File: src/rtl/bf_pkg.sv
/*
 * Shared widths, sizes, opcode and state encodings for the tape engine.
 * Holds the packed control structs that the FSM drives into the
 * program counter and the tape store. Imported by every RTL module.
 */

package bf_pkg;

    localparam int pc_w        = 10;  // Program address width
    localparam int data_w      = 8;   // Tape cell width
    localparam int xfer_w      = 10;  // Host serial word width
    localparam int tape_cells  = 16;
    localparam int ptr_w       = 4;
    localparam int stack_depth = 8;   // Loop bracket nesting limit
    localparam int stack_w     = 3;

    // Host opcode encoding
    typedef enum logic [2:0] {
        op_minus = 3'd0,
        op_plus  = 3'd1,
        op_left  = 3'd2,
        op_right = 3'd3,
        op_open  = 3'd4,
        op_close = 3'd5,
        op_in    = 3'd6,
        op_out   = 3'd7
    } opcode_e;

    typedef enum logic [1:0] {
        st_exec,
        st_wait_jump,  // Loop jump exchange with host
        st_wait_io     // Byte in or out exchange
    } state_e;

    // Single-cycle strobes into the tape
    typedef struct packed {
        logic inc;
        logic dec;
        logic left;
        logic right;
        logic load;   // Write host byte into current cell
    } tape_ctrl_t;

    // Single-cycle strobes into the program counter
    typedef struct packed {
        logic step;
        logic push;
        logic pop;
        logic jump;
        logic jump_to_top;  // Target is stack top, else host word
    } pc_ctrl_t;

endpackage

File: src/rtl/bf_core.sv
/*
 * Top level of the tape engine.
 * Connects the FSM, program counter and tape store, forms the outgoing
 * serial word and provides the 2-bit inspection port.
 */

`timescale 1ns/100ps

module bf_core import bf_pkg::*; (
    input  logic              clk,
    input  logic              rst_n,
    input  logic [2:0]        instruction,
    input  logic              instr_valid,
    input  logic [1:0]        inspect_sel,
    output logic [data_w-1:0] inspect_data,
    output logic              interrupt_jump,
    output logic              interrupt_io,
    output logic              tx_start,
    output logic [xfer_w-1:0] tx_data,
    input  logic              tx_done,
    output logic              rx_enable,
    input  logic [xfer_w-1:0] rx_data,
    input  logic              rx_done
);

    tape_ctrl_t        tape_ctrl;
    pc_ctrl_t          pc_ctrl;
    logic              tx_sel_stack;
    logic              data_zero;
    logic [data_w-1:0] data_current;
    logic [ptr_w-1:0]  ptr;
    logic [pc_w-1:0]   pc;
    logic [pc_w-1:0]   stack_top;

    bf_fsm i_fsm (
        .clk            (clk),
        .rst_n          (rst_n),
        .instruction    (opcode_e'(instruction)),
        .instr_valid    (instr_valid),
        .data_zero      (data_zero),
        .tx_done        (tx_done),
        .rx_done        (rx_done),
        .tape_ctrl      (tape_ctrl),
        .pc_ctrl        (pc_ctrl),
        .interrupt_jump (interrupt_jump),
        .interrupt_io   (interrupt_io),
        .tx_start       (tx_start),
        .tx_sel_stack   (tx_sel_stack),
        .rx_enable      (rx_enable)
    );

    pc_counter i_pc (
        .clk       (clk),
        .rst_n     (rst_n),
        .pc_ctrl   (pc_ctrl),
        .rx_data   (rx_data),
        .pc        (pc),
        .stack_top (stack_top)
    );

    tape_store i_tape (
        .clk          (clk),
        .rst_n        (rst_n),
        .tape_ctrl    (tape_ctrl),
        .rx_data      (rx_data),
        .data_current (data_current),
        .ptr          (ptr),
        .data_zero    (data_zero)
    );

    // Stack top for a back jump, otherwise the cell zero-extended
    assign tx_data = tx_sel_stack ? stack_top : xfer_w'(data_current);

    always_comb begin
        case (inspect_sel)
            2'd0:    inspect_data = data_current;
            2'd1:    inspect_data = data_w'(ptr);
            2'd2:    inspect_data = pc[data_w-1:0];
            default: inspect_data = stack_top[data_w-1:0];
        endcase
    end

endmodule

File: src/rtl/bf_fsm.sv
/*
 * Control FSM of the tape engine.
 * Decodes one opcode per instr_valid strobe in st_exec and issues
 * single-cycle strobes to the tape and the program counter. Loop jumps
 * and byte I/O park the engine in a wait state, raise an interrupt
 * level and run the tx or rx exchange with the host.
 */

`timescale 1ns/100ps

module bf_fsm import bf_pkg::*; (
    input  logic       clk,
    input  logic       rst_n,
    input  opcode_e    instruction,
    input  logic       instr_valid,
    input  logic       data_zero,
    input  logic       tx_done,
    input  logic       rx_done,
    output tape_ctrl_t tape_ctrl,
    output pc_ctrl_t   pc_ctrl,
    output logic       interrupt_jump,
    output logic       interrupt_io,
    output logic       tx_start,
    output logic       tx_sel_stack,
    output logic       rx_enable
);

    state_e  state;
    opcode_e op_saved;   // Opcode that caused the current wait
    logic    go_jump;
    logic    go_io;
    logic    finish;     // Host exchange completes this cycle

    // Only a ']' sends from the jump wait, and it sends the stack top
    assign tx_sel_stack = (state == st_wait_jump);

    always_comb begin
        tape_ctrl = '0;
        pc_ctrl   = '0;
        go_jump   = 1'b0;
        go_io     = 1'b0;
        finish    = 1'b0;
        case (state)
            st_exec: begin
                if (instr_valid) begin
                    case (instruction)
                        op_minus: begin
                            tape_ctrl.dec = 1'b1;
                            pc_ctrl.step  = 1'b1;
                        end
                        op_plus: begin
                            tape_ctrl.inc = 1'b1;
                            pc_ctrl.step  = 1'b1;
                        end
                        op_left: begin
                            tape_ctrl.left = 1'b1;
                            pc_ctrl.step   = 1'b1;
                        end
                        op_right: begin
                            tape_ctrl.right = 1'b1;
                            pc_ctrl.step    = 1'b1;
                        end
                        op_open: begin
                            if (data_zero) begin
                                go_jump = 1'b1;       // Forward target unknown here
                            end else begin
                                pc_ctrl.push = 1'b1;  // Enter loop body
                                pc_ctrl.step = 1'b1;
                            end
                        end
                        op_close: begin
                            if (data_zero) begin
                                pc_ctrl.pop  = 1'b1;  // Leave loop
                                pc_ctrl.step = 1'b1;
                            end else begin
                                go_jump = 1'b1;
                            end
                        end
                        op_in, op_out: go_io = 1'b1;
                    endcase
                end
            end
            st_wait_jump: begin
                if (op_saved == op_close) begin
                    if (tx_done) begin
                        // Back to the matching '[' so it is evaluated again
                        pc_ctrl.pop         = 1'b1;
                        pc_ctrl.jump        = 1'b1;
                        pc_ctrl.jump_to_top = 1'b1;
                        finish              = 1'b1;
                    end
                end else if (rx_done) begin
                    pc_ctrl.push = 1'b1;  // Remember '[' address
                    pc_ctrl.jump = 1'b1;
                    finish       = 1'b1;
                end
            end
            st_wait_io: begin
                if (op_saved == op_out) begin
                    if (tx_done) begin
                        pc_ctrl.step = 1'b1;
                        finish       = 1'b1;
                    end
                end else if (rx_done) begin
                    tape_ctrl.load = 1'b1;
                    pc_ctrl.step   = 1'b1;
                    finish         = 1'b1;
                end
            end
            default: ;
        endcase
    end

    always_ff @(posedge clk or negedge rst_n) begin
        if (!rst_n) begin
            state          <= st_exec;
            op_saved       <= op_minus;
            interrupt_jump <= 1'b0;
            interrupt_io   <= 1'b0;
            tx_start       <= 1'b0;
            rx_enable      <= 1'b0;
        end else begin
            if (go_jump || go_io) begin
                op_saved <= instruction;
                state    <= go_jump ? st_wait_jump : st_wait_io;
                // Exchange starts together with the interrupt level
                if (instruction == op_close || instruction == op_out) begin
                    tx_start <= 1'b1;
                end else begin
                    rx_enable <= 1'b1;
                end
                if (go_jump) begin
                    interrupt_jump <= 1'b1;
                end else begin
                    interrupt_io <= 1'b1;
                end
            end else if (finish) begin
                state          <= st_exec;
                interrupt_jump <= 1'b0;
                interrupt_io   <= 1'b0;
                tx_start       <= 1'b0;
                rx_enable      <= 1'b0;
            end
        end
    end

endmodule

File: src/rtl/pc_counter.sv
/*
 * Program counter with the loop bracket return stack.
 * Applies step, push, pop and jump strobes from the FSM on one edge.
 * Jump targets come from the stack top or from the host word.
 */

`timescale 1ns/100ps

module pc_counter import bf_pkg::*; (
    input  logic              clk,
    input  logic              rst_n,
    input  pc_ctrl_t          pc_ctrl,
    input  logic [xfer_w-1:0] rx_data,
    output logic [pc_w-1:0]   pc,
    output logic [pc_w-1:0]   stack_top
);

    logic [pc_w-1:0]    stack [stack_depth];
    logic [stack_w-1:0] sp;   // Number of live entries
    logic [pc_w-1:0]    jump_target;

    assign stack_top = (sp == '0) ? '0 : stack[sp - 1'b1];

    assign jump_target = pc_ctrl.jump_to_top ? stack_top : rx_data[pc_w-1:0];

    always_ff @(posedge clk or negedge rst_n) begin
        if (!rst_n) begin
            pc <= '0;
            sp <= '0;
        end else begin
            if (pc_ctrl.jump) begin
                pc <= jump_target;
            end else if (pc_ctrl.step) begin
                pc <= pc + 1'b1;
            end

            if (pc_ctrl.push) begin
                sp <= sp + 1'b1;
            end else if (pc_ctrl.pop) begin
                sp <= sp - 1'b1;
            end
        end
    end

    // Stack storage, valid only below sp
    always_ff @(posedge clk) begin
        if (pc_ctrl.push) begin
            stack[sp] <= pc;  // Address of the '[' itself
        end
    end

endmodule

File: src/rtl/tape_store.sv
/*
 * On-chip tape of tape_cells bytes with the data pointer.
 * Increment and decrement wrap modulo 256, pointer moves stop at both
 * ends. The current cell is read combinationally under the pointer.
 */

`timescale 1ns/100ps

module tape_store import bf_pkg::*; (
    input  logic              clk,
    input  logic              rst_n,
    input  tape_ctrl_t        tape_ctrl,
    input  logic [xfer_w-1:0] rx_data,
    output logic [data_w-1:0] data_current,
    output logic [ptr_w-1:0]  ptr,
    output logic              data_zero
);

    localparam logic [ptr_w-1:0] last_cell = ptr_w'(tape_cells - 1);

    logic [data_w-1:0] cells [tape_cells];

    assign data_current = cells[ptr];    // Follows pointer moves at once
    assign data_zero    = (data_current == '0);

    always_ff @(posedge clk or negedge rst_n) begin
        if (!rst_n) begin
            ptr <= '0;
            for (int i = 0; i < tape_cells; i++) begin
                cells[i] <= '0;
            end
        end else begin
            if (tape_ctrl.inc) begin
                cells[ptr] <= data_current + 1'b1;
            end else if (tape_ctrl.dec) begin
                cells[ptr] <= data_current - 1'b1;
            end else if (tape_ctrl.load) begin
                cells[ptr] <= rx_data[data_w-1:0];  // Host byte, upper bits dropped
            end

            // Blocked moves leave the pointer where it is
            if (tape_ctrl.left && ptr != '0) begin
                ptr <= ptr - 1'b1;
            end else if (tape_ctrl.right && ptr != last_cell) begin
                ptr <= ptr + 1'b1;
            end
        end
    end

endmodule

File: config.mk
export PLATFORM = sky130hd
export DESIGN_NAME = bf_core
export DESIGN_NICKNAME = d
export VERILOG_FILES = /design/src/rtl/bf_pkg.sv /design/src/rtl/bf_core.sv /design/src/rtl/bf_fsm.sv /design/src/rtl/pc_counter.sv /design/src/rtl/tape_store.sv
export SDC_FILE = /design/constraint.sdc
export NUM_CORES = 1
export LEC_CHECK = 0
export BUFFER_PORTS_ARGS = -buffer_cell sky130_fd_sc_hd__buf_2
export CAP_MARGIN = 25
export CORE_MARGIN = 5
export CORE_UTILIZATION = 36
export DETAILED_ROUTE_END_ITERATION = 12
export PLACE_DENSITY_LB_ADDON = 0.05
export SYNTH_ARGS = -nofsm -noshare
export SYNTH_HDL_FRONTEND = slang
export SYNTH_SLANG_ARGS = --single-unit
export TNS_END_PERCENT = 20
File: constraint.sdc
create_clock -name clk -period 5.6 [get_ports clk]
set_clock_uncertainty 0.05 [all_clocks]
set_input_delay 1.12 -clock clk [delete_from_list [all_inputs] [get_ports clk]]
set_output_delay 1.12 -clock clk [all_outputs]
set_load 0.02 [all_outputs]
==> results.txt <==
- The run finished with clean final reports.
* Post-synth EDFFs: 80
* Met3 capacity usage during global routing: about 2.4%
- Once the floorplan was initialized, standard cells occupied 36.2% of the core.
- Standard-cell row count: 65
- DRC violations left: 0
- The first global-routing pass estimated about 50000 um of wire.
- Data on the critical path arrives at its endpoint at 3.87 ns.
- The filler cells instantiated in the layout total around 3.0k.
- STA classifies the critical path startpoint as a register.
- Of all nets on the critical path, the largest fanout is 12.
- For this run, global-route usage on met2 was measured as 31.3%.
- Across the run, the number of max-cap violations was 0.
- Clock sink total: 234
* DRT iter0 DRCs: about 400
- The Yosys step of the flow raised 0 warnings.
- Combinational cells account for 43.6% of the total power.
- Vias: 7469
- The total count of max-transition violations in the final report came to 0.
- Max-slew headroom at the worst pin: 33.0%
- The die is 188 um wide.
* Peak supply drop: 0.000271 V
- Timing analysis after detailed placement gives a worst setup slack of 1.09 ns.
* Clock buffers created by TritonCTS: 28
- After synthesis the netlist holds a flip-flop and latch count of roughly 230.
* Sw Ratio: roughly 40%
- The routed design has 32800 um of wire.
* Part of the power in the clock network: 22.5%
- Proportion of layout cells with a drive suffix above 1: 25.7%
- At the end of the flow the core is filled with cells to between 40% and 50%.
- The number of nets in the synthesized netlist is 971.
- Hold Slack: roughly 0.43 ns
- The library cell used most frequently in the layout, excluding fill and tap cells, is dfrtp_1.
- Skew-Pair Late Insertion Delay: 0.56 ns
* Pint: 5200 uW
* Weighted congestion reported at the end of routability-driven placement: just under 0.8
- The worst hold path belongs to the class register to register.
- After layout, the minimum clock period comes to 5.04 ns.
- Post-Synthesis Mean Instance Area: 12.1 um^2
- The initial antenna violation count was 0.
- Maximum clock frequency: 199 MHz
* M1 GR Usage: approximately a quarter
* Layout overhead on the synthesized area: 15.5%
- No sink is reached through more buffers than the 3 on the longest clock path.
- After detailed routing, the average wire length per cell comes to 23.3 um.
* Overall overflow remaining after global route: 0
- Dividing the final minimum period by the clock period gives 90.0%.
* Number of port buffers: 41
- TritonCTS built the clock tree.
- Share of async-settable or async-resettable flops after synthesis: 65.8%
- The global routing stage identified its most utilized layer as met2.
* Post-route total power: 8640 uW
- Unrepaired setup endpoints after global routing: false
- Post-CTS timing repair inserted 0 buffers for setup.
- Final count of hold timing violations: 0
- Pwr dens: approximately 660 nW/um^2
- 0 antenna diodes ended up in the layout.
- Summed over all nets, the switching power comes to between 3000 and 4000 uW.
* Boundary pin count: 42
- Most used DFF post-synth: dfrtp_1
- Sum Neg Setup Slack: 0 ns
- Worst-path clk slew: 0.06 ns
* Worst setup margin: 0.563 ns
- Gate count after technology mapping: 938
- Total track usage: 18.8%
- In the final design database the tool counted 1018 nets.
* Core ar.: roughly 31000 um^2
* Data required time of the worst path: roughly 4.4 ns
- Full die area: around 35000 um^2
- In this run the vertical extent of the chip is 188 um.
- For this run, the detailed router's first-pass iteration total came to 5.
- Vias in the first global route: about 7.9k
* Number of resized instances in the post-cts repair step: 0
- Endpoints failing setup: 0
* Netlist Area Pre-Place: 11400 um^2
- At the pin with the least slew margin, the transition time is 1.00 ns.
- Most frequent cells in the layout: 152 x dfrtp_1, 131 x nor2_1, 97 x a21oi_1
* Crit. End Element: output pin
- CTS root buf: clkbuf_16
- FF-to-FF setup slack: 1.16 ns
- H-Tree Level Count: 1
- Register area share after synthesis: 55.1%
* Final antenna-violating net count: 0
- Largest net degree at the start of global routing: 92
- Register share of total power: 33.9%
* HPWL reported at the end of detailed placement: 23000 um
- Dividing the detail-routed via count by the number of cells gives ~5.3.
* Crit Path Category: register to output pin
* Post-synth cell types: 63
- Summed over all cells, the static leakage comes to 0.00523 uW.
* Number of hold-repair buffers added at the cts stage: 0
## flip-flops by register name, indices dropped and copies added (netlist names)
name and count:
i_fsm.op_saved 3, i_pc.stack 80, i_pc.sp 3, i_fsm.state 2, i_fsm.rx_enable 1, i_pc.pc 10
i_tape.cells 128, i_fsm.interrupt_io 1, i_fsm.interrupt_jump 1, i_fsm.tx_start 1, i_tape.ptr 4
## final cells by class
type | count | area (um^2) | area share (%)
multi-input cells | 625 | 4790 | 36.5
well taps | 402 | 503 | 3.83
clock buffers | 38 | 788 | 6.01
inverters | 17 | 63.8 | 0.486
clock inverters | 13 | 200 | 1.53
repair buffers | 79 | 513 | 3.91
flip-flops and latches | 234 | 6260 | 47.7
## per-stage QoR
stage	area [um^2]	std cells
final	13100	1408
after CTS	13100	1405
after detailed placement	12100	1354
after floorplan	11400	938
after global placement	12100	1354
after global routing	13100	1408
## kinds of logic after synthesis
logic type / share of synthesized area (%)
AND/OR/NAND/NOR: 10.7
flip-flops: 55.1
AO/OA/AOI/OAI: 11.7
multiplexers: 16.4
buffers and inverters: 3.13
XOR/XNOR: 1.46
adder cells (fa/ha/maj): 1.50
## path summary, 6_finish.rpt
kind	start	to	cells after the start
max reg2reg	i_tape.ptr[0]	i_pc.stack[7][4]	9
max	i_pc.sp[1]	inspect_data[4]	10
min in group asynchronous	rst_n	i_tape.cells[13]	1
min	i_tape.cells[72]	i_tape.cells[72]	1
max in group asynchronous	rst_n	i_tape.ptr[0]	2
min reg2reg	i_tape.cells[72]	i_tape.cells[72]	1
## synthesized netlist by cell type (2+ instances only)
library cell | count | area [um^2]
nand3_1 | 14 | 70.1
mux2i_4 | 2 | 45.0
o21ai_1 | 3 | 15.0
buf_1 | 5 | 18.8
and3_1 | 9 | 56.3
nor3b_1 | 2 | 15.0
nor2_1 | 131 | 492
a21oi_1 | 97 | 485
o31ai_1 | 2 | 15.0
buf_6 | 6 | 67.6
a221oi_1 | 2 | 17.5
or2_2 | 3 | 18.8
inv_1 | 17 | 63.8
mux2i_1 | 16 | 160
a31oi_1 | 3 | 18.8
nor4_1 | 3 | 18.8
a21o_1 | 3 | 22.5
nand2_1 | 62 | 233
mux2_2 | 38 | 428
dfrtp_1 | 154 | 3850
o22ai_1 | 5 | 31.3
xor2_1 | 7 | 61.3
a22oi_1 | 6 | 45.0
buf_2 | 8 | 40.0
mux4_1 | 2 | 52.6
ha_1 | 12 | 150
mux4_2 | 52 | 1170
a211oi_1 | 7 | 52.6
nand4_1 | 3 | 18.8
and2_1 | 8 | 50.1
a21oi_2 | 20 | 175
nand2b_1 | 5 | 31.3
and4_1 | 2 | 17.5
nor3_1 | 14 | 70.1
edfxtp_1 | 80 | 2400
xnor2_1 | 12 | 105
clkbuf_1 | 42 | 158
nor2b_1 | 2 | 12.5
o21ai_0 | 31 | 155
nor2_2 | 2 | 12.5
o22a_1 | 16 | 140
a22o_1 | 4 | 35.0
or3_1 | 6 | 37.5
## power groups by stage
stage	Clock, uW	Combinational (uW)	Sequential [uW]
floorplan	0	2830	2670
global placement	0	3790	2980
detailed placement	0	3810	2980
CTS	2000	3820	2950
global route	2060	4130	3030
finish	1940	3770	2930
## metal layers
layer	up-vias	share of wire, %
met1	3770	45
met5	-	0
met2	121	49
met4	0	2.7
li1	3530	-
met3	48	3.1
## critical path: stages (launching register included)
cell and delay [ns]:
dfrtp_1 0.52, inv_1 0.17, ha_1 0.59, buf_4 0.32
mux4_2 0.34, mux2_2 0.27, nand2_1 0.06, o21ai_0 0.26
mux2_2 0.36, a22o_1 0.26, buf_2 0.17
(Power assumes the default switching activity.)
